<file path="src/verilog/tcp_tx_pkg.sv">
package tcp_tx_pkg;

	// 32-bit tcp sequence or ack number
	typedef logic [31:0] seq_t;

	typedef logic [15:0] len_t;   // segment length in bytes

	// payload sum of big-endian 16-bit words, carries kept above bit 15
	typedef logic [31:0] csum_t;

	typedef logic [1:0] tries_t;  // sends done for one segment

	// a send with tries already here gives up on the connection
	localparam tries_t MAX_TRIES = 2'd3;

endpackage : tcp_tx_pkg
</file>
<file path="src/verilog/tcp_tx_reader.sv">
module tcp_tx_reader
	import tcp_tx_pkg::*;
#(
	parameter int DEPTH = 10
) (
	input  logic             clk,
	input  logic             rst,
	input  logic             tx_start,
	input  seq_t             tx_seq,
	input  len_t             tx_len,
	input  logic [7:0]       rd_q,
	output logic [DEPTH-1:0] rd_addr,
	output logic [7:0]       tx_d,
	output logic             tx_v,
	output logic             tx_done
);

	logic active;   // an address is being issued this cycle
	len_t left;     // addresses still to issue

	always_ff @(posedge clk or posedge rst) begin
		if (rst) begin
			active  <= 1'b0;
			left    <= '0;
			rd_addr <= '0;
			tx_v    <= 1'b0;
			tx_done <= 1'b0;
		end else begin
			tx_v    <= active;            // ram answers one cycle later
			tx_done <= tx_v && !active;   // after the last byte
			if (tx_start) begin
				active  <= tx_len != '0;
				left    <= tx_len;
				rd_addr <= tx_seq[DEPTH-1:0]; // buffer is indexed by seq
			end else if (active) begin
				rd_addr <= rd_addr + 1'b1;
				left    <= left - 1'b1;
				if (left == 16'd1) active <= 1'b0;
			end
		end
	end

	assign tx_d = rd_q;

endmodule : tcp_tx_reader

</file>
<file path="config.mk">
export PLATFORM = sky130hd
export DESIGN_NAME = tcp_tx_reader
export DESIGN_NICKNAME = d
export VERILOG_FILES = /design/src/verilog/tcp_tx_pkg.sv /design/src/verilog/tcp_tx_reader.sv
export SDC_FILE = /design/constraint.sdc
export NUM_CORES = 1
export LEC_CHECK = 0
export ABC_AREA = 1
export BUFFER_PORTS_ARGS = -buffer_cell sky130_fd_sc_hd__buf_2
export CAP_MARGIN = 20
export CORE_MARGIN = 5
export CORE_UTILIZATION = 45
export CTS_BUF_LIST = sky130_fd_sc_hd__clkbuf_4
export DETAILED_ROUTE_END_ITERATION = 6
export HOLD_SLACK_MARGIN = 0.12
export PLACE_DENSITY = 0.72
export SETUP_SLACK_MARGIN = 0.15
export SYNTH_ARGS = -nofsm -noshare
export SYNTH_HDL_FRONTEND = slang
export SYNTH_SLANG_ARGS = --single-unit
</file>
<file path="constraint.sdc">
create_clock -name clk -period 2.98 [get_ports clk]
set_clock_uncertainty 0.1 [all_clocks]
set_input_delay 0.596 -clock clk [delete_from_list [all_inputs] [get_ports clk]]
set_output_delay 0.596 -clock clk [all_outputs]
set_load 0.02 [all_outputs]
</file>
==> results.md <==
- The relative slew slack is 0.631.
- The boundary pin count is 79.
- The count of mapped cells out of synthesis is 258.
- The leakage power is 0.00109 µW.
- The fraction of final layout cells with drive strength greater than 1 is 0.233.
- For this run, the detailed router's first-pass iteration total came to 4.
- Counting both buffers and inverters, the worst setup path holds a total of 1.
- The largest net degree at the start of global routing is 30.
- The floorplan has 23 rows.
- The wire length of the first global-routing pass is 7.78 mm.
- The clock reaches the later pin of the worst-skew pair after 340 ps.
- The mean routed wirelength per cell is 13.8 µm.
- For this configuration, the core starts out at a cell density of 0.474.
- The data required time at the worst endpoint is 2280 ps.
- Derived from the worst setup path, the maximum achievable clock frequency is 568 MHz.
- In this run the worst hold path is classified as in2async.
- The TritonCTS sink count is 29.
- The kind of critical path is reg2out.
- The number of failing setup endpoints in the final timing report is 0.
- The Yosys step of the flow raised 0 warnings.
- Max-cap violations in this run came to 0.
- The final antenna-violating net count is 0.
- The cell class contributing the biggest share of worst-path delay is flip-flops.
- The core area is 4090 µm².
- The detailed placer's ending HPWL is 3.31 mm.
- The number of antenna repair diodes is 0.
- The maximum cell stage delay along the critical path is 500 ps.
- The die extent in x is 75.6 µm.
- The synthesized area divided by synthesized cell count is 7.51 µm².
- The net count reported at finish is 354.
- The number of nets handed over by synthesis was 320.
- The tightest hold path in the finished design has a slack of 208 ps.
- The hold buffer count at CTS is 0.
- The H-tree was split into 2 levels.
- On the critical path, the stage with the largest delay is an instance of dfrtp_1.
- Fill cells in the final layout number 415.
- The root buffer cell is clkbuf_4.
- Setup repair after global routing left no endpoint under its margin.
- Gates resized during post-CTS repair numbered 0.
- The CTS buffer count is 5.
- The arrival time of data at the critical path endpoint is 1060 ps.
- The share of the clock period used by the worst path is 0.591.
- The number of flip-flops and latches in the synthesized netlist is 29.
- The total negative slack for setup checks is 0 ps.
- In the routed design, unresolved DRC markers number 0.
- The post-CTS clock slew at the launch and capture registers of the worst setup and hold paths is 100 ps.
- The number of antenna violations at the first check in global routing is 0.
- The flow ran to the end, and the final reports show no timing, DRC or antenna violations.
- After clock tree synthesis, the setup repair step added 0 buffers.
- The internal reg-to-reg setup slack is 1460 ps.
- The worst setup path is launched from a flop.
- The critical path capture point type is an output port.
- The final hold violation count came to 0.
- The share of the Yosys chip area taken by registers is 0.375.
- The clock period minus worst slack is 1760 ps.
- The CTS tree is built.
- Detailed routing inserted a total of 1770 vias.
- For the pin with the worst max-slew slack, the measured transition is 554 ps.
- Traced cell by cell, the critical path runs through buf_2.
- The height of the die is 75.6 µm.
- VDD sags by at most 0.240 mV.
- The maximum fanout count along the critical path is 7.
- Using the TritonRoute via totals, the vias-per-cell ratio works out to 5.18.
- The floorplan step defined a die boundary enclosing 5720 µm².
- After the first detailed-routing iteration, the DRC count stood at 122.
- The overflow left after global routing is 0.
- The max-slew violation total from the final report came to 0.
- The number of distinct library cells after synthesis is 30.
- The final wirelength is 4.71 mm.
- The buffer depth of the longest clock path is 2.
- The area growth from synthesis to layout is 10.9%.
- The port buffer count is 40.
- Power spread over the standard cell area amounts to 472 nW/µm².
- The placer's final routability congestion estimate is 0.860.
- The via count of the first global-routing pass was 1699.
- The overall fraction of global-route tracks in use is 0.183.
- The cell area that synthesis handed to floorplanning was 1940 µm².
-- power breakdown --
| part | internal [µW] | switching (µW) | total, µW |
|---|---|---|---|
| Combinational | 102 | 172 | 273 |
| Sequential | 439 | 64.2 | 503 |
| Clock | 94.6 | 142 | 237 |
| Total | 635 | 378 | 1010 |
-- cells in the mapped netlist --
master,count,area [µm²]
buf_4,9,67.6
nand2_1,73,274
dfrtp_1,29,726
clkbuf_1,2,7.51
xor2_1,5,43.8
nand3_1,18,90.1
nor2_2,7,43.8
a22oi_2,1,12.5
o21ai_1,4,20.0
a22oi_1,16,120
nor2_4,1,11.3
nand3_2,2,20.0
inv_1,21,78.8
nand2_2,3,18.8
nand4_1,5,31.3
inv_4,1,6.26
ha_1,3,37.5
a21oi_1,3,15.0
nand2_4,2,22.5
o211ai_1,3,22.5
inv_2,2,7.51
o221ai_1,2,17.5
xnor2_1,3,26.3
nor4_1,1,6.26
nor2_8,1,20.0
inv_6,1,8.76
o21ai_0,4,20.0
nor2_1,32,120
nand3b_1,1,7.51
buf_6,3,33.8
-- path summary, 6_finish.rpt --
check,startpoint,endpoint,cells after the start
max in group asynchronous,rst,left[3],3
worst min register to register,tx_v,tx_done,2
worst max register to register,left[0],left[8],7
worst max-delay path,rd_addr[6],rd_addr[6],1
min in group clk,tx_seq[9],rd_addr[9],3
worst min-delay path,rst,left[8],3
-- state kept, by name, summed over array words and instances (netlist names) --
name     count
active       1
left        16
rd_addr     10
tx_done      1
tx_v         1
-- layout make-up --
cell class | instances | area (µm²) | area share
repair buffers | 41 | 208 | 0.0967
flip-flops and latches | 29 | 726 | 0.338
multi-input cells | 190 | 1000 | 0.466
well taps | 50 | 62.6 | 0.0291
clock buffers | 6 | 45.0 | 0.0210
inverters | 25 | 101 | 0.0472
clock inverters | 1 | 3.75 | 0.00175
-- logic make-up (layout without fill, tap and decap cells) --
logic type | count (synthesis) | after routing | synth area share
flip-flops | 29 | 29 | 0.375
buffers and inverters | 39 | 73 | 0.109
AO/OA/AOI/OAI | 33 | 33 | 0.118
AND/OR/NAND/NOR | 146 | 146 | 0.344
XOR/XNOR | 8 | 8 | 0.0362
adder cells (fa/ha/maj) | 3 | 3 | 0.0194
-- cell usage in the layout, fill, tap and decap left out, drive strengths merged, types with 2 or more instances in the layout --
| cell type | n |
|---|---|
| nand2 | 78 |
| buf | 41 |
| nor2 | 41 |
| dfrtp | 29 |
| inv | 25 |
| nand3 | 20 |
| a22oi | 17 |
| o21ai | 8 |
| clkbuf | 6 |
| nand4 | 5 |
| xor2 | 5 |
| xnor2 | 3 |
| o211ai | 3 |
| a21oi | 3 |
| ha | 3 |
| o221ai | 2 |
-- stage by stage --
stage | cell area, µm² | total power (µW) | setup WS [ps] | instances | util
2_1_floorplan | 1940 | 715 | 1550 | 258 | -
3_3_place_gp | 2100 | 777 | 1020 | 335 | 0.513
3_5_place_dp | 2100 | 784 | 993 | 335 | 0.513
4_1_cts | 2150 | 1020 | 1210 | 342 | 0.525
5_1_grt | 2150 | 1080 | 1150 | 342 | 0.525
6_report | 2150 | 1010 | 1220 | 342 | 0.525
-- layer usage --
| layer | part of all wire | vias up | wire length, µm | track usage |
|---|---|---|---|---|
| met1 | 0.45 | 815 | 2140 | 0.234 |
| met5 | 0 | - | 0 | 0 |
| met2 | 0.46 | 47 | 2150 | 0.289 |
| li1 | - | 901 | - | - |
| met3 | 0.076 | 7 | 358 | 0.0594 |
| met4 | 0.013 | 0 | 62 | 0.0660 |
No activity file was read; power rests on OpenSTA's default activity.
