[src/verilog/tcp_tx_pkg.sv]
package tcp_tx_pkg;

	// 32-bit tcp sequence or ack number
	typedef logic [31:0] seq_t;

	typedef logic [15:0] len_t;   // segment length in bytes

	// payload sum of big-endian 16-bit words, carries kept above bit 15
	typedef logic [31:0] csum_t;

	typedef logic [1:0] tries_t;  // sends done for one segment

	// a send with tries already here gives up on the connection
	localparam tries_t MAX_TRIES = 2'd3;

endpackage : tcp_tx_pkg
[src/verilog/tcp_seg_table.sv]
module tcp_seg_table
	import tcp_tx_pkg::*;
#(
	parameter int SEG_DEPTH         = 3,
	parameter int RETRANSMIT_PASSES = 1000,
	localparam int PW = $clog2(RETRANSMIT_PASSES + 1)
) (
	input  logic                 clk,
	input  logic                 seg_load,
	input  logic [SEG_DEPTH-1:0] seg_addr,
	input  seq_t                 seg_seq,
	input  seq_t                 seg_exp_ack,
	input  len_t                 seg_len,
	input  csum_t                seg_csum,
	input  logic                 upd,
	input  logic [SEG_DEPTH-1:0] upd_addr,
	input  logic                 upd_present,
	input  logic [PW-1:0]        upd_passes,
	input  tries_t               upd_tries,
	output logic                 cur_present,
	output seq_t                 cur_seq,
	output seq_t                 cur_exp_ack,
	output len_t                 cur_len,
	output csum_t                cur_csum,
	output logic [PW-1:0]        cur_passes,
	output tries_t               cur_tries
);

	localparam int SEGS = 2**SEG_DEPTH;

	// fixed part of a descriptor, written only on load
	seq_t  seq_mem  [SEGS];
	seq_t  ack_mem  [SEGS];
	len_t  len_mem  [SEGS];
	csum_t csum_mem [SEGS];

	// status part, rewritten by the scheduler
	logic          pres_mem  [SEGS];
	logic [PW-1:0] pass_mem  [SEGS];
	tries_t        tries_mem [SEGS];

	always_ff @(posedge clk) begin
		if (seg_load) begin
			seq_mem[seg_addr]  <= seg_seq;
			ack_mem[seg_addr]  <= seg_exp_ack;
			len_mem[seg_addr]  <= seg_len;
			csum_mem[seg_addr] <= seg_csum;
		end
	end

	always_ff @(posedge clk) begin
		if (upd) begin
			pres_mem[upd_addr]  <= upd_present;
			pass_mem[upd_addr]  <= upd_passes;
			tries_mem[upd_addr] <= upd_tries;
		end
		if (seg_load) begin // load wins on a shared address
			pres_mem[seg_addr]  <= 1'b1;
			pass_mem[seg_addr]  <= PW'(RETRANSMIT_PASSES); // due at first visit
			tries_mem[seg_addr] <= '0;
		end
	end

	// update port read, write-through on its own write
	always_ff @(posedge clk) begin
		cur_seq     <= seq_mem[upd_addr];
		cur_exp_ack <= ack_mem[upd_addr];
		cur_len     <= len_mem[upd_addr];
		cur_csum    <= csum_mem[upd_addr];
		if (upd) begin
			cur_present <= upd_present;
			cur_passes  <= upd_passes;
			cur_tries   <= upd_tries;
		end else begin
			cur_present <= pres_mem[upd_addr];
			cur_passes  <= pass_mem[upd_addr];
			cur_tries   <= tries_mem[upd_addr];
		end
	end

endmodule : tcp_seg_table

[config.mk]
export PLATFORM = sky130hd
export DESIGN_NAME = tcp_seg_table
export DESIGN_NICKNAME = d
export VERILOG_FILES = /design/src/verilog/tcp_tx_pkg.sv /design/src/verilog/tcp_seg_table.sv
export SDC_FILE = /design/constraint.sdc
export NUM_CORES = 1
export LEC_CHECK = 0
export BUFFER_PORTS_ARGS = -buffer_cell sky130_fd_sc_hd__buf_2
export CAP_MARGIN = 20
export CORE_MARGIN = 5
export CORE_UTILIZATION = 40
export CTS_CLUSTER_DIAMETER = 30
export DETAILED_ROUTE_END_ITERATION = 10
export GPL_TIMING_DRIVEN = 0
export PLACE_DENSITY = 0.55
export SLEW_MARGIN = 0
export SYNTH_ARGS = -nofsm -noshare
export SYNTH_HDL_FRONTEND = slang
export SYNTH_SLANG_ARGS = --single-unit
export TNS_END_PERCENT = 1
[constraint.sdc]
create_clock -name clk -period 5.1 [get_ports clk]
set_input_delay 0.765 -clock clk [delete_from_list [all_inputs] [get_ports clk]]
set_output_delay 0.765 -clock clk [all_outputs]
set_load 0.1 [all_outputs]
==> results list <==
* Outcome: complete, no violations
* Hold Violations, Final: 0
- Maximum number of pins on one net before global-route repair: 87
- Of the cells placed in the final design, the portion with a size suffix greater than 1 is a little under a third.
- Initial Utilization: 40.20%
- Max Fanout on Critical Path: 10
- Following the worst setup path forward leads to its endpoint at cur_seq[19].
- For this run, the number of Yosys warnings is 0.
- Mapped cell area: 41610 um^2
- The initial antenna violation count is 34.
- Worst clock skew: 0.04903 ns
- Timing startpoint of the critical path: upd_addr[1]
* TritonCTS clock tree: yes
- Ratio of routed vias to standard cells: between 5 and 6
- The H-tree generated during clock tree synthesis spans 4 levels.
- Class of the most critical hold timing path: input port to flop
- Headroom to the max-slew limit came out at 29.93%.
- Clk_lat worst skew: between 0.7 and 0.8 ns
- Setup repair after global routing left no endpoint under its margin.
* Die Width: 332.5 um
- Counting instances, the worst hold path has a depth of 1.
- The number of global-route vias before repair came to 26120.
* Final weighted congestion in routability-driven placement: 0.8472
- Synthesized instance count: between 2000 and 3000
- The most used flip-flop cell after synthesis is sky130_fd_sc_hd__edfxtp_1.
- The number of different library cells used by synthesis comes to 30.
- Startpoint class of the critical path: input port
- The finished layout holds 4685 standard cells, fillers aside.
* Remaining design rule violation count: 0
- Reg2Reg Depth: 4
* Total of flip-flops plus latches after synthesis: 1125
- Max-slew violation count: 0
* Filler cell count: 8518
- After routing the design area is 53230 um^2.
- Area of the die: 110600 um^2
- After layout, the worst path uses about half of the clock period.
- The share of the Yosys chip area taken by registers is around three quarters.
* Required time worst endpoint: 5.68 ns
- Clock buffers created by TritonCTS: 228
- Clock tree synthesis found a total of roughly 1100 sinks.
- Global-route wire length before repair: approximately 170000 um
- Syn Nets: between 2000 and 3000
- Number of top-level design ports: 259
- The clock passes through at most 3 buffers.
- Cts-stage hold buffer count: 0
- For this block, the initial DRC count from the detailed router was about 2100.
- Across all hold checks on the routed design, the worst slack comes to 0.2299 ns.
* Dominant cell type by area after synthesis: sky130_fd_sc_hd__edfxtp_1
- Across the run, the number of max-cap violations was 0.
- The endpoint identified for the worst register-to-register timing path is cur_passes[5].
* Number of core rows: 118
- In the post-synthesis netlist, the biggest area contributors are sky130_fd_sc_hd__edfxtp_1, sky130_fd_sc_hd__dfxtp_1, sky130_fd_sc_hd__mux2_2.
- Kind of end point of the critical path: flop
* Reg-to-reg startpoint: pass_mem[4][5]
* Peak supply drop: around 350 uV
- Placeable core region: 103500 um^2
- After the last flow step, the layout net total stands at 3213.
- The smallest clock period supported by the final layout is computed as roughly 2.6 ns.
- Adding up every negative setup slack in the final design gives 0 ns.
* Synthesized area per cell: 16.03 um^2
- From bottom edge to top edge, the die measures 332.5 um.
- In this run the clock root is driven by a sky130_fd_sc_hd__clkbuf_16.
* Data arrival time of the critical path: 3.22 ns
- Dividing total power by cell area gives a power density of 533.3 nW/um^2.
* # port buffers: 244
* Highest clock rate: roughly 380 MHz
- In this run the most critical hold path is launched from seg_exp_ack[7].
- The final route contains 24910 vias.
- Summed over all layers, the routed wires come to 116500 um.
- Relative to the synthesized area, the layout overhead comes to 27.93%.
- Summed over all layers, the global routing overflow is 0.
* Min setup slack post-route: 2.466 ns
- Setup violations remaining at the end of the flow were counted as 0.
* Number of post-CTS setup repair buffers: 0
* Iteration count of the initial detailed-routing pass: 8
- Worst-case register-to-register setup slack: 3.61 ns
* Post-placement setup slack: 1.658 ns
- Detail Route Antenna Nets: 0
* Half-perimeter wire length after detailed placement: 68050 um
- Portion of synthesized cell area occupied by the leading cell type: 64.67%
* Routed wirelength normalized by instance count: 24.88 um
* Overall fraction of global-route tracks in use: 20.52%
- Transition time at the pin with the least slew margin: 1.051 ns
- After clock tree synthesis, the clock-pin slew on the worst setup and hold paths is around 0.05 ns.
- Category of the most critical setup path: input port to flop
* Placement-stage cell area: about 45000 um^2
- Number of enable flip-flop cells after synthesis: 896
* Placed Cells: about 4200
- In this run the static leakage power is 19.22 nW.
- Of all flip-flops after synthesis, the portion carrying an async set or reset was 0%.
- In this run, post-CTS repair resized a total of 0 instances.
layout make-up:
class,instances,area (um^2),area share [%]
diodes,20,50.05,0.09402
clock buffers,263,6133,11.52
clock inverters,173,2200,4.132
inverters,9,93.84,0.1763
multi-input cells,1293,9278,17.43
plain buffers,169,805.8,1.514
well taps,1380,1727,3.244
repair buffers,253,1453,2.729
flip-flops and latches,1125,31490,59.16
worst max-delay path, stage by stage:
cell and delay [ns]:
sky130_fd_sc_hd__buf_2 0.32, sky130_fd_sc_hd__buf_4 0.29, sky130_fd_sc_hd__buf_2 0.40, sky130_fd_sc_hd__buf_2 0.46, sky130_fd_sc_hd__buf_1 0.62, sky130_fd_sc_hd__o221ai_1 0.34
per-stage QoR:
stage | util, % | total power [mW]
after floorplan | - | 12.32
after global placement | 43.05 | 12.97
after detailed placement | 43.33 | 13.00
after CTS | 51.38 | 28.60
after global routing | 51.40 | 29.25
final | 51.43 | 28.39
flip-flops by register name (all words and copies together) (netlist names):
register and flops:
pres_mem 8, ack_mem 256, cur_csum 32, pass_mem 80, cur_seq 32, cur_passes 10, cur_len 16, cur_exp_ack 32
seq_mem 256, cur_tries 2, len_mem 128, csum_mem 256, cur_present 1, tries_mem 16
cells in the mapped netlist, types with 64 or more instances:
master                     instances
sky130_fd_sc_hd__nor2_1           66
sky130_fd_sc_hd__nand3_1          64
sky130_fd_sc_hd__a21oi_1         106
sky130_fd_sc_hd__edfxtp_1        896
sky130_fd_sc_hd__buf_2            70
sky130_fd_sc_hd__nand2_1         274
sky130_fd_sc_hd__o22a_1           65
sky130_fd_sc_hd__mux2_2          248
sky130_fd_sc_hd__mux2i_1         125
sky130_fd_sc_hd__o21ai_0          65
sky130_fd_sc_hd__a22oi_1         186
sky130_fd_sc_hd__dfxtp_1         229
kinds of logic after synthesis:
logic type,after synthesis,share of synthesized area [%]
compound gates,493,8.219
buf+inv,178,2.018
simple gates,423,4.144
mux,377,9.936
flops,1125,75.68
worst min path at each step:
stage                endpoint  slack [ns]
6_report        ack_mem[7][7]        0.23
5_1_grt        csum_mem[0][8]        0.20
4_1_cts         ack_mem[6][7]        0.18
3_5_place_dp   pass_mem[5][4]        0.45
3_3_place_gp   pass_mem[3][2]        0.44
2_1_floorplan  pass_mem[3][0]        0.43
per-layer routing:
metal  global-route usage, %  share of wire [%]  wire length [um]  vias to the layer above
met4                   7.069                2.5              2947                       18
met5                       0               0.11               125                        -
li1                        -                  -                 -                    11140
met3                   5.252                7.6              8881                      228
met2                   34.70                 50             57880                      975
met1                   25.85                 40             46710                    12550
power breakdown:
group / total [mW] / leakage [nW] / switching (mW) / internal, mW
Clock: 15.6 / 3.99 / 5.12 / 10.4
Combinational: 2.22 / 5.16 / 1.66 / 0.557
Sequential: 10.6 / 10.1 / 0.182 / 10.4
Total: 28.4 / 19.2 / 6.96 / 21.4
placed cells by master, fill, tap and decap left out, types with 9 or more instances in the layout:
master	count
sky130_fd_sc_hd__nand2_1	274
sky130_fd_sc_hd__buf_2	314
sky130_fd_sc_hd__a22oi_1	186
sky130_fd_sc_hd__clkbuf_8	19
sky130_fd_sc_hd__clkbuf_16	233
sky130_fd_sc_hd__bufinv_16	34
sky130_fd_sc_hd__nand3_1	64
sky130_fd_sc_hd__o22a_1	65
sky130_fd_sc_hd__o221ai_1	58
sky130_fd_sc_hd__inv_8	10
sky130_fd_sc_hd__clkinvlp_4	33
sky130_fd_sc_hd__clkinv_2	30
sky130_fd_sc_hd__inv_6	21
sky130_fd_sc_hd__edfxtp_1	896
sky130_fd_sc_hd__a21oi_1	106
sky130_fd_sc_hd__o21ai_0	65
sky130_fd_sc_hd__clkinv_1	11
sky130_fd_sc_hd__clkinv_4	25
sky130_fd_sc_hd__nor2b_1	9
sky130_fd_sc_hd__dfxtp_1	229
sky130_fd_sc_hd__diode_2	20
sky130_fd_sc_hd__buf_1	19
sky130_fd_sc_hd__mux2i_1	125
sky130_fd_sc_hd__buf_4	21
sky130_fd_sc_hd__clkbuf_1	68
sky130_fd_sc_hd__nor2_1	66
sky130_fd_sc_hd__mux2_2	248
Power figures use the tool's default switching activity.
