File: config.mk
export PLATFORM = sky130hd
export DESIGN_NAME = tcp_segmenter
export DESIGN_NICKNAME = d
export VERILOG_FILES = /design/src/verilog/tcp_tx_pkg.sv /design/src/verilog/tcp_segmenter.sv
export SDC_FILE = /design/constraint.sdc
export NUM_CORES = 1
export LEC_CHECK = 0
export BUFFER_PORTS_ARGS = -buffer_cell sky130_fd_sc_hd__buf_4
export CAP_MARGIN = 20
export CORE_MARGIN = 8
export CORE_UTILIZATION = 55
export CTS_BUF_LIST = sky130_fd_sc_hd__clkbuf_4
export DETAILED_ROUTE_END_ITERATION = 6
export PLACE_DENSITY = 0.77
export SETUP_SLACK_MARGIN = 0.2
export SYNTH_ARGS = -nofsm -noshare
export SYNTH_HDL_FRONTEND = slang
export SYNTH_SLANG_ARGS = --single-unit
File: constraint.sdc
create_clock -name clk -period 6.7 [get_ports clk]
set_input_delay 0.67 -clock clk [delete_from_list [all_inputs] [get_ports clk]]
set_output_delay 0.67 -clock clk [all_outputs]
set_load 0.02 [all_outputs]
File: src/verilog/tcp_tx_pkg.sv
package tcp_tx_pkg;

	// 32-bit tcp sequence or ack number
	typedef logic [31:0] seq_t;

	typedef logic [15:0] len_t;   // segment length in bytes

	// payload sum of big-endian 16-bit words, carries kept above bit 15
	typedef logic [31:0] csum_t;

	typedef logic [1:0] tries_t;  // sends done for one segment

	// a send with tries already here gives up on the connection
	localparam tries_t MAX_TRIES = 2'd3;

endpackage : tcp_tx_pkg
File: src/verilog/tcp_segmenter.sv
module tcp_segmenter
	import tcp_tx_pkg::*;
#(
	parameter int MTU        = 1400,
	parameter int DEPTH      = 10,
	parameter int SEG_DEPTH  = 3,
	parameter int WAIT_TICKS = 20
) (
	input  logic                 clk,
	input  logic                 rst,
	input  logic [7:0]           in_d,
	input  logic                 in_v,
	input  seq_t                 isn,
	input  logic                 connected,
	input  logic [DEPTH-1:0]     space_left,
	input  logic                 seg_free,
	input  logic                 flush_done,
	output logic                 cts,
	output logic                 buf_rst,
	output logic                 seg_load,
	output logic [SEG_DEPTH-1:0] seg_addr,
	output seq_t                 seg_seq,
	output seq_t                 seg_exp_ack,
	output len_t                 seg_len,
	output csum_t                seg_csum
);

	localparam int IW = $clog2(WAIT_TICKS + 1);
	localparam logic [IW-1:0]        IDLE_MAX = IW'(WAIT_TICKS);
	localparam len_t                 MTU_LEN  = len_t'(MTU);
	localparam logic [DEPTH-1:0]     MTU_SPC  = DEPTH'(MTU);
	localparam logic [SEG_DEPTH+1:0] SEGS     = (SEG_DEPTH + 2)'(2**SEG_DEPTH);

	logic                 conn_q;
	seq_t                 cur_seq;  // seq of the next byte to arrive
	len_t                 ctr;      // bytes in the open segment
	logic [IW-1:0]        idle;     // saturating idle tick count
	csum_t                sum;
	logic [7:0]           hi_byte;  // upper byte of a half word
	logic                 odd;
	logic                 close;
	logic                 pend;
	logic [SEG_DEPTH:0]   occ;      // loaded and not yet freed
	logic [SEG_DEPTH+1:0] need;

	// full segment, or partial one gone quiet
	assign close = (ctr == MTU_LEN) || (idle == IDLE_MAX && ctr != '0);
	assign pend  = (ctr != '0) || seg_load; // one more entry on its way
	assign need  = {1'b0, occ} + {{(SEG_DEPTH + 1){1'b0}}, pend};

	// any edge on connected restarts buffer and sequence
	always_ff @(posedge clk or posedge rst) begin
		if (rst) begin
			conn_q  <= 1'b0;
			buf_rst <= 1'b1;
		end else begin
			conn_q  <= connected;
			buf_rst <= conn_q != connected;
		end
	end

	always_ff @(posedge clk or posedge rst) begin
		if (rst) begin
			cur_seq  <= '0;
			ctr      <= '0;
			idle     <= '0;
			sum      <= '0;
			odd      <= 1'b0;
			seg_load <= 1'b0;
		end else if (buf_rst) begin
			cur_seq  <= isn;
			ctr      <= '0;
			idle     <= '0;
			sum      <= '0;
			odd      <= 1'b0;
			seg_load <= 1'b0;
		end else begin
			seg_load <= close; // descriptor is latched this cycle
			if (in_v) begin
				cur_seq <= cur_seq + 1'b1;
				idle    <= '0;
			end else if (idle != IDLE_MAX) begin
				idle <= idle + 1'b1;
			end
			if (close) begin
				// a byte on the closing cycle opens the next segment
				ctr <= {15'd0, in_v};
				sum <= '0;
				odd <= in_v;
			end else if (in_v) begin
				ctr <= ctr + 1'b1;
				odd <= ~odd;
				if (odd) sum <= sum + {16'h0, hi_byte, in_d}; // big-endian word
			end
		end
	end

	always_ff @(posedge clk) begin
		if (in_v && (close || !odd)) hi_byte <= in_d;
	end

	// descriptor of the segment being cut
	always_ff @(posedge clk) begin
		if (close) begin
			seg_seq     <= cur_seq - {16'h0, ctr};
			seg_exp_ack <= cur_seq;
			seg_len     <= ctr;
			seg_csum    <= odd ? sum + {16'h0, hi_byte, 8'h00} : sum; // pad odd tail
		end
	end

	always_ff @(posedge clk or posedge rst) begin
		if (rst) begin
			seg_addr <= '0;
			occ      <= '0;
			cts      <= 1'b0;
		end else begin
			if (buf_rst) seg_addr <= '0;
			else if (seg_load) seg_addr <= seg_addr + 1'b1;
			if (buf_rst || flush_done) occ <= '0; // table emptied
			else if (seg_load && !seg_free) occ <= occ + 1'b1;
			else if (seg_free && !seg_load) occ <= occ - 1'b1;
			// open segment counts as taken
			cts <= connected && !buf_rst && (need < SEGS) && (space_left >= MTU_SPC);
		end
	end

endmodule : tcp_segmenter

==> run summary, run 1 <==
The flow ran to the end, and the final reports show no timing, DRC or antenna violations. In this run the number of H-tree levels came out at 2. STA classifies the critical path endpoint as a flip-flop. Summed over all nets, wire length on met2 after detailed routing comes to 13.9 mm. The routed design has 27.5 mm of wire. Counting I/O delays and the setup requirement, the final critical path takes 3180 ps. The run gives 5.70 nW as the leakage power. The logs give 3520 ps for the final setup slack of the worst path and 1.93 mm for the routed length on met3.

Setup violations remaining at the end of the flow were counted as 0. Yosys printed 0 warnings. The tools report the library cell used as clock root buffer as clkbuf_4. Counting distinct cell types in the post-synthesis netlist gives 78.

For the all-layer global routing usage, the log shows 0.211. Clock skew on the completed layout was measured at 56.6 ps. Global routing finished with a remaining overflow of 0.

The die span in y was 161 um. The core footprint is 20800 um^2, and the count of hold buffers inserted by post-cts repair is 1. Setup repair after global routing left no endpoint under its margin. For this run, the leading register cell type out of synthesis is edfxtp_1. The first global-routing pass estimated 45.1 mm of wire. Across the run, the number of max-cap violations was 0. Post-CTS repair changed the size of 0 cells. The tools report the launch point of the critical path as ctr[11]. The path class of the tightest hold or removal check is in2reg. Synthesized flop and latch total: 217. For the number of filler cells placed in the layout, the log shows 1676.

Total CTS buffers: 53. The number of antenna violations at the first check in global routing was 1. Timing would allow up to 315 MHz.

The site row count was 53; the worst max-slew margin expressed relative to the limit was 0.315. The number of hold violations in the final report was 0; the clock transition at the register clock pins on the worst setup and hold paths after CTS was 70 ps. The register area share after synthesis is 0.522. After detailed routing, the number of remaining DRC violations is 0. In the final routing, the length of wire on met1 measures 11.1 mm.

A synthesized cell averages 10.6 um^2. The library cell occupying the most area in the post-synthesis netlist was edfxtp_1. The via density per instance was 5.63.

The share of cells above drive strength 1 was 0.232. TritonCTS built the clock tree. Counting flops with a built-in enable in the synthesized netlist gives 120. VDD sags by at most 0.152 mV. The cell count after synthesis was 1085. For the initial DRC count, the log shows 476. The initial core utilization came out at 0.555. In this run the post-CTS setup repair buffer count came out at 0.

After synthesis, the cell types taking the most area are edfxtp_1 (31%), dfrtp_1 (21%), xnor2_1 (5.7%), ha_1 (4.3%), nand2_1 (4.2%). Summed over all failing endpoints, the final setup total negative slack is 0 ps. The final hold slack came out at 122 ps.

The tools report the critical register-to-register path endpoint as seg_len[10]. Clock tree synthesis found a total of 217 sinks. The critical setup path kind is reg2reg.

Endpoint of the worst setup timing path: seg_len[10]. In this run the horizontal extent of the chip is 161 um. The tools report the worst reg-to-reg setup slack as 3520 ps. The number of nets still failing antenna checks after routing was 0; the area share of the leading cell type in the synthesized netlist was 0.312. Estimated wirelength of the detail-placed design: 19.4 mm. The async set-or-reset flop fraction in the synthesized netlist is 0.447, and the area of the multi-input gates is 5130 um^2. The area growth from synthesis to layout was 19.3%; the worst endpoint data arrival time was 3460 ps. Including well taps, the total number of placed cells is 1488.

Top-level I/O count: 174. The count of final max-slew check failures is 0. For the worst flop-to-flop path, the logic depth is 5. Number of buffers on the longest clock path: 3. The slew at the pin closest to its max-slew limit is 1020 ps. Startpoint of the lowest-slack register-to-register path: ctr[11]. STA classifies the critical path startpoint as a flip-flop. The net total in the final layout was 1370; the total design power was 3.26 mW.

Once layout is complete, the cells apart from fillers number 1591. The average routed wire per standard cell works out to 17.3 um. The sequential cells in the finished layout cover a total of 6030 um^2. The number of global-route vias before repair was 9014.

For the critical path required time, the log shows 6980 ps. The logs give 1185 for the post-synth net total and 3530 ps for the worst-case setup slack after placement. The logs give 6 for the number of optimization iterations in the first detailed-route pass and 8953 for the via count of the routed design. The clock latency on the worst-skew pair is 700 ps. The power per cell area came out at 236 nW/um^2.

The maximum number of pins on one net before global-route repair is 76, and the largest fanout on the critical path is 70. The area enclosed by the die boundary came out at 25900 um^2. The port buffer count is 170.

The post-route fraction of the period consumed by the critical path is 0.474. The highest metal layer used by the detailed router is met4. Routability-driven placement finished with a final weighted congestion of 0.890. After synthesis the cells add up to 11600 um^2.
area by class of cell:
cell class	instances	share of cell area
Antenna cell	1	0.000182
Clock buffer	86	0.0468
Clock inverter	14	0.00663
Inverter	47	0.0132
Multi-Input combinational cell	774	0.373
Sequential cell	217	0.438
Tap cell	275	0.0250
Timing Repair Buffer	177	0.0980
worst min path at each step:
stage	from	end	cells past startpoint	slack, ps
after global placement	conn_q	buf_rst	1	390
final	connected	conn_q	1	120
after global routing	connected	conn_q	1	90
after detailed placement	conn_q	buf_rst	1	400
after CTS	connected	conn_q	1	80
after floorplan	conn_q	buf_rst	1	380
cell usage after synthesis, drive strengths merged, types with 5 or more instances:
master  number
o21bai       5
and3        10
mux2i       13
nand2b       8
nand4       30
buf         23
mux2         9
nand3       43
clkbuf      24
nor3        35
o21a         9
edfxtp     120
xor2        31
nor2        80
and4         8
o211ai       8
a21oi       47
a211o        8
xnor2       75
o21ai       64
a21o        13
inv         47
and2         5
nor4        16
a211oi      15
ha          40
or3          6
a31oi        7
dfrtp       96
nand2      128
report_power, final:
part / internal, mW / total [mW] / switching [mW]
registers: 1.48 / 1.57 / 0.0856
clock network: 0.622 / 1.16 / 0.538
logic: 0.225 / 0.530 / 0.306
total: 2.33 / 3.26 / 0.929
placed cells by master, fill, tap and decap left out, types with 13 or more instances in the layout:
master	n
ha_1	40
buf_4	175
nand4_1	29
mux2i_1	13
nand3_1	43
dfrtp_1	96
nor4_1	13
xor2_1	31
nor3_1	31
nor2_1	80
o21ai_0	51
a21o_1	13
nand2_1	128
o21ai_1	13
xnor2_1	75
a21oi_1	45
clkbuf_4	86
inv_1	44
edfxtp_1	120
layer usage:
layer / vias to the layer above / GRT usage
met3: 62 / 0.0471
met5: - / 0
met1: 4247 / 0.252
li1: 4349 / -
met2: 295 / 0.369
met4: 0 / 0.0762
registers in the layout (all words and copies together), names as in the netlist, 8 cells and up:
signal	count
seg_seq	32
cur_seq	32
hi_byte	8
seg_len	16
seg_csum	32
ctr	16
seg_exp_ack	32
sum	32
per-stage QoR:
step	instance area, um^2	utilization
after floorplan	11600	-
after global placement	13000	0.625
after detailed placement	13000	0.625
after CTS	13800	0.660
after global routing	13800	0.662
final	13800	0.662
cell families (layout without fill, tap and decap cells):
logic type	count (synthesis)	after routing	synth area share
simple gates	393	393	0.174
fa+ha+maj	44	44	0.0503
mux	22	22	0.0200
buf+inv	94	324	0.0334
xor+xnor	106	106	0.0804
compound gates	209	209	0.120
other cells	0	1	0
flops	217	217	0.522
worst max-delay path, cell delays in order, from the launching register on:
cell,delay [ps]
dfrtp_1,460
nor4_4,390
and4_2,340
a22oi_2,200
inv_4,530
buf_4,780
Power figures use the tool's default switching activity.
==> run 2, diff against run 1 <==
--- a/config.mk
+++ b/config.mk
@@ -8,10 +8,10 @@
 export BUFFER_PORTS_ARGS = -buffer_cell sky130_fd_sc_hd__buf_4
 export CAP_MARGIN = 20
 export CORE_MARGIN = 8
-export CORE_UTILIZATION = 55
+export CORE_UTILIZATION = 54
 export CTS_BUF_LIST = sky130_fd_sc_hd__clkbuf_4
 export DETAILED_ROUTE_END_ITERATION = 6
-export PLACE_DENSITY = 0.77
+export PLACE_DENSITY = 0.79
 export SETUP_SLACK_MARGIN = 0.2
 export SYNTH_ARGS = -nofsm -noshare
 export SYNTH_HDL_FRONTEND = slang
==> constraint.sdc (replaced) <==
create_clock -name clk -period 2.84 [get_ports clk]
set_input_delay 0.284 -clock clk [delete_from_list [all_inputs] [get_ports clk]]
set_output_delay 0.284 -clock clk [all_outputs]
set_load 0.02 [all_outputs]
==> run 2 against run 1 <==
- design area up 5.6%
- maximum frequency up 24%
- non-clock buffer count up 75
- critical endpoint is now sum[6]
==> run summary, run 2 (same netlist as run 1, synthesis figures left out) <==
Startpoint of the lowest-slack register-to-register path: ctr[12]. During placement, the flow inserted port buffers numbering 170. The highest metal layer carrying signal wires in the routed design is met4. In this run the power spent charging and discharging nets is 2.28 mW.

The depth of the worst hold-timing path was 4. The H-tree was split into 2 levels. Count of cells along the worst register-to-register path: 5.

The floorplan has 53 rows. Walking the worst path, the cells encountered are nor4_4 > and4_2 > a221o_1 > buf_4 > a21oi_1. 174 I/O pins were placed. Hold path endpoint: occ[1].

The run gives 0.463 as the sequential cell fraction of total power. The library cell used most frequently in the layout, excluding fill and tap cells, is buf_4. The critical register-to-register path endpoint is sum[6]. Before antenna repair, the detailed router went through 5 iterations.

The switching fraction of total power came out at 0.286. The critical path is of the reg2reg type. The run finished with clean final reports. The die is 162 um wide. For this run, design rule violations remaining after detail routing come to 0. Grouping stages by cell kind, the critical path spends the most delay in compound AO/OA/AOI/OAI gates. Data arrives at the worst endpoint at 3050 ps. In this run the worst hold path is classified as in2reg.

The count of final max-slew check failures is 0. The wire length after detailed routing is 30.0 mm, and the core footprint is 21000 um^2. For the clock share of power, the log shows 0.356. The critical path required time was 3330 ps; the combinational share of power was 0.181. The post-route fraction of the period consumed by the critical path was 0.902; the combined buffer and inverter count along the critical path was 1.

Clock transition at the register clock pins on the worst setup and hold paths after CTS: 70 ps. The final instance count without filler cells was 1673. The run gives 56 as the total CTS buffers. The first global-routing pass estimated 48.6 mm of wire.

Dividing the detail-routed via count by the number of cells gives 5.65. TritonCTS built the clock tree. The via count of the routed design came out at 9460.

For the number of antenna violations at the first check in global routing, the log shows 1. The startpoint of the lowest-slack hold path was seg_free. Standard cell with the maximum stage delay on the critical path: a221o_1. The number of nets still failing antenna checks after routing was 0; the final total negative setup slack was 0 ps.

For the worst max-slew margin expressed relative to the limit, the log shows 0.487. The library cell used as clock root buffer was clkbuf_4. The number of hold violations in the final report is 0, and the area enclosed by the die boundary is 26300 um^2. The initial core utilization came out at 0.549. The critical path's largest stage delay is 670 ps. The startpoint type of the worst setup path is a flip-flop.

Setup violations remaining at the end of the flow were counted as 0. The number of placed instances, taps included, is 1515. Entering global routing, the biggest net connects 80 pins. The tools report the final RePlAce weighted congestion as 0.907. The fmax came out at 390 MHz. The power per cell area works out to 547 nW/um^2.

The post-layout minimum cycle time is 2560 ps. With fillers left out, the area of the finished cells amounts to 14600 um^2. Between clock sinks in the finished design, the worst skew comes to 51.0 ps.

The net total in the final layout came out at 1448. Internal power comes to 5.68 mW. The met2 wire length is 15.0 mm. No sink is reached through more buffers than the 3 on the longest clock path. Of all nets on the critical path, the largest fanout is 22. The slew at the pin closest to its max-slew limit is 769 ps.

Before CTS, the worst setup slack after placement is 269 ps. Summed over all cells, the static leakage comes to 6.05 nW. The share of cells above drive strength 1 is 0.247. Setup slack closes at 278 ps.

For flop-to-flop paths, the worst setup slack is 280 ps. The number of violations of the max-capacitance limit is 0. For the sum of overflow across all layers after global routing, the log shows 0. The tools report the initial DRC count as 773. From synthesis to final layout, the design area changed by 26.1%. The all-layer global routing usage was 0.225. The library cells used most frequently in the layout, excluding fill and tap cells, are buf_4 (202), nand2_1 (128), edfxtp_1 (120).

The worst vdd rail ir drop was 0.306 mV. The average routed wire per standard cell is 17.9 um, and the clock latency on the worst-skew pair is 660 ps. In the final routing, the length of wire on met1 measures 12.2 mm. The final standard cell utilization of the core was 0.693. The die span in y is 162 um. Summing all placed instances gives a cell area of 13200 um^2. The logs give 2.03 mm for the routed length on met3 and 217 for the number of clock sinks seen by CTS. The wire-length estimate of the detail-placed layout is 21.1 mm. The run gives 9600 as the number of global-route vias before repair. The critical path capture point type was a flip-flop.

Setup repair after global routing left no endpoint under its margin.
-- run 2: cell types whose count changed in the layout (fill, tap and decap cells not counted), moves of 2 or more --
cell | before | now
dfrtp_2 | 0 | 2
o21ai_0 | 51 | 49
dlygate4sd3_1 | 1 | 48
clkinv_2 | 3 | 6
clkinv_1 | 8 | 13
buf_4 | 175 | 202
buf_12 | 0 | 2
o21ai_1 | 13 | 15
dfrtp_1 | 96 | 94
-- run 2: power groups by stage --
stage	sequential, mW	clock (mW)	combinational, mW
after floorplan	3.67	0	1.01
after global placement	3.74	0	1.29
after detailed placement	3.75	0	1.34
after CTS	3.68	2.91	1.41
after global routing	3.71	3.09	1.58
final	3.69	2.83	1.44
-- run 2: through the flow --
step                      hold WS, ps  power (mW)
after floorplan                   315        4.67
after global placement            340        5.03
after detailed placement          355        5.08
after CTS                        31.8        8.00
after global routing              118        8.38
final                             108        7.96
-- run 2: worst reg2reg max path: stages (launching register included) --
cell and delay [ps]:
dfrtp_1 490, nor4_4 380, and4_2 340, a221o_1 670
buf_4 410, a21oi_1 100
-- run 2: repair_timing --
action,CTS,global route
gates resized for setup,0,14
hold buffers,48,0
hold endpoints to repair,69,0
buffers inserted,0,2
setup endpoints to repair,0,21
-- run 2: metal layers --
metal  GRT usage  up-vias
met5           0        -
met4      0.0867        0
met3      0.0499       72
met2       0.382      359
met1       0.275     4525
li1            -     4504
-- run 2: area by class of cell --
cell class                      count  area [um^2]
Fill cell                        1540         6460
Sequential cell                   217         6030
Multi-Input combinational cell    774         5180
Timing Repair Buffer              252         2040
Clock buffer                       85          638
Tap cell                          275          344
Inverter                           47          183
Clock inverter                     21          139
Antenna cell                        2         5.00
-- run 2: worst max path at each step --
| stage | from | endpoint | slack, ps | depth (start not counted) |
|---|---|---|---|---|
| floorplan | ctr[11] | sum[19] | 350 | 7 |
| global placement | in_d[0] | sum[22] | 300 | 10 |
| detailed placement | in_d[0] | sum[22] | 270 | 10 |
| CTS | ctr[8] | seg_seq[31] | 230 | 7 |
| global route | ctr[8] | seg_seq[31] | 200 | 7 |
| finish | ctr[12] | sum[6] | 280 | 5 |
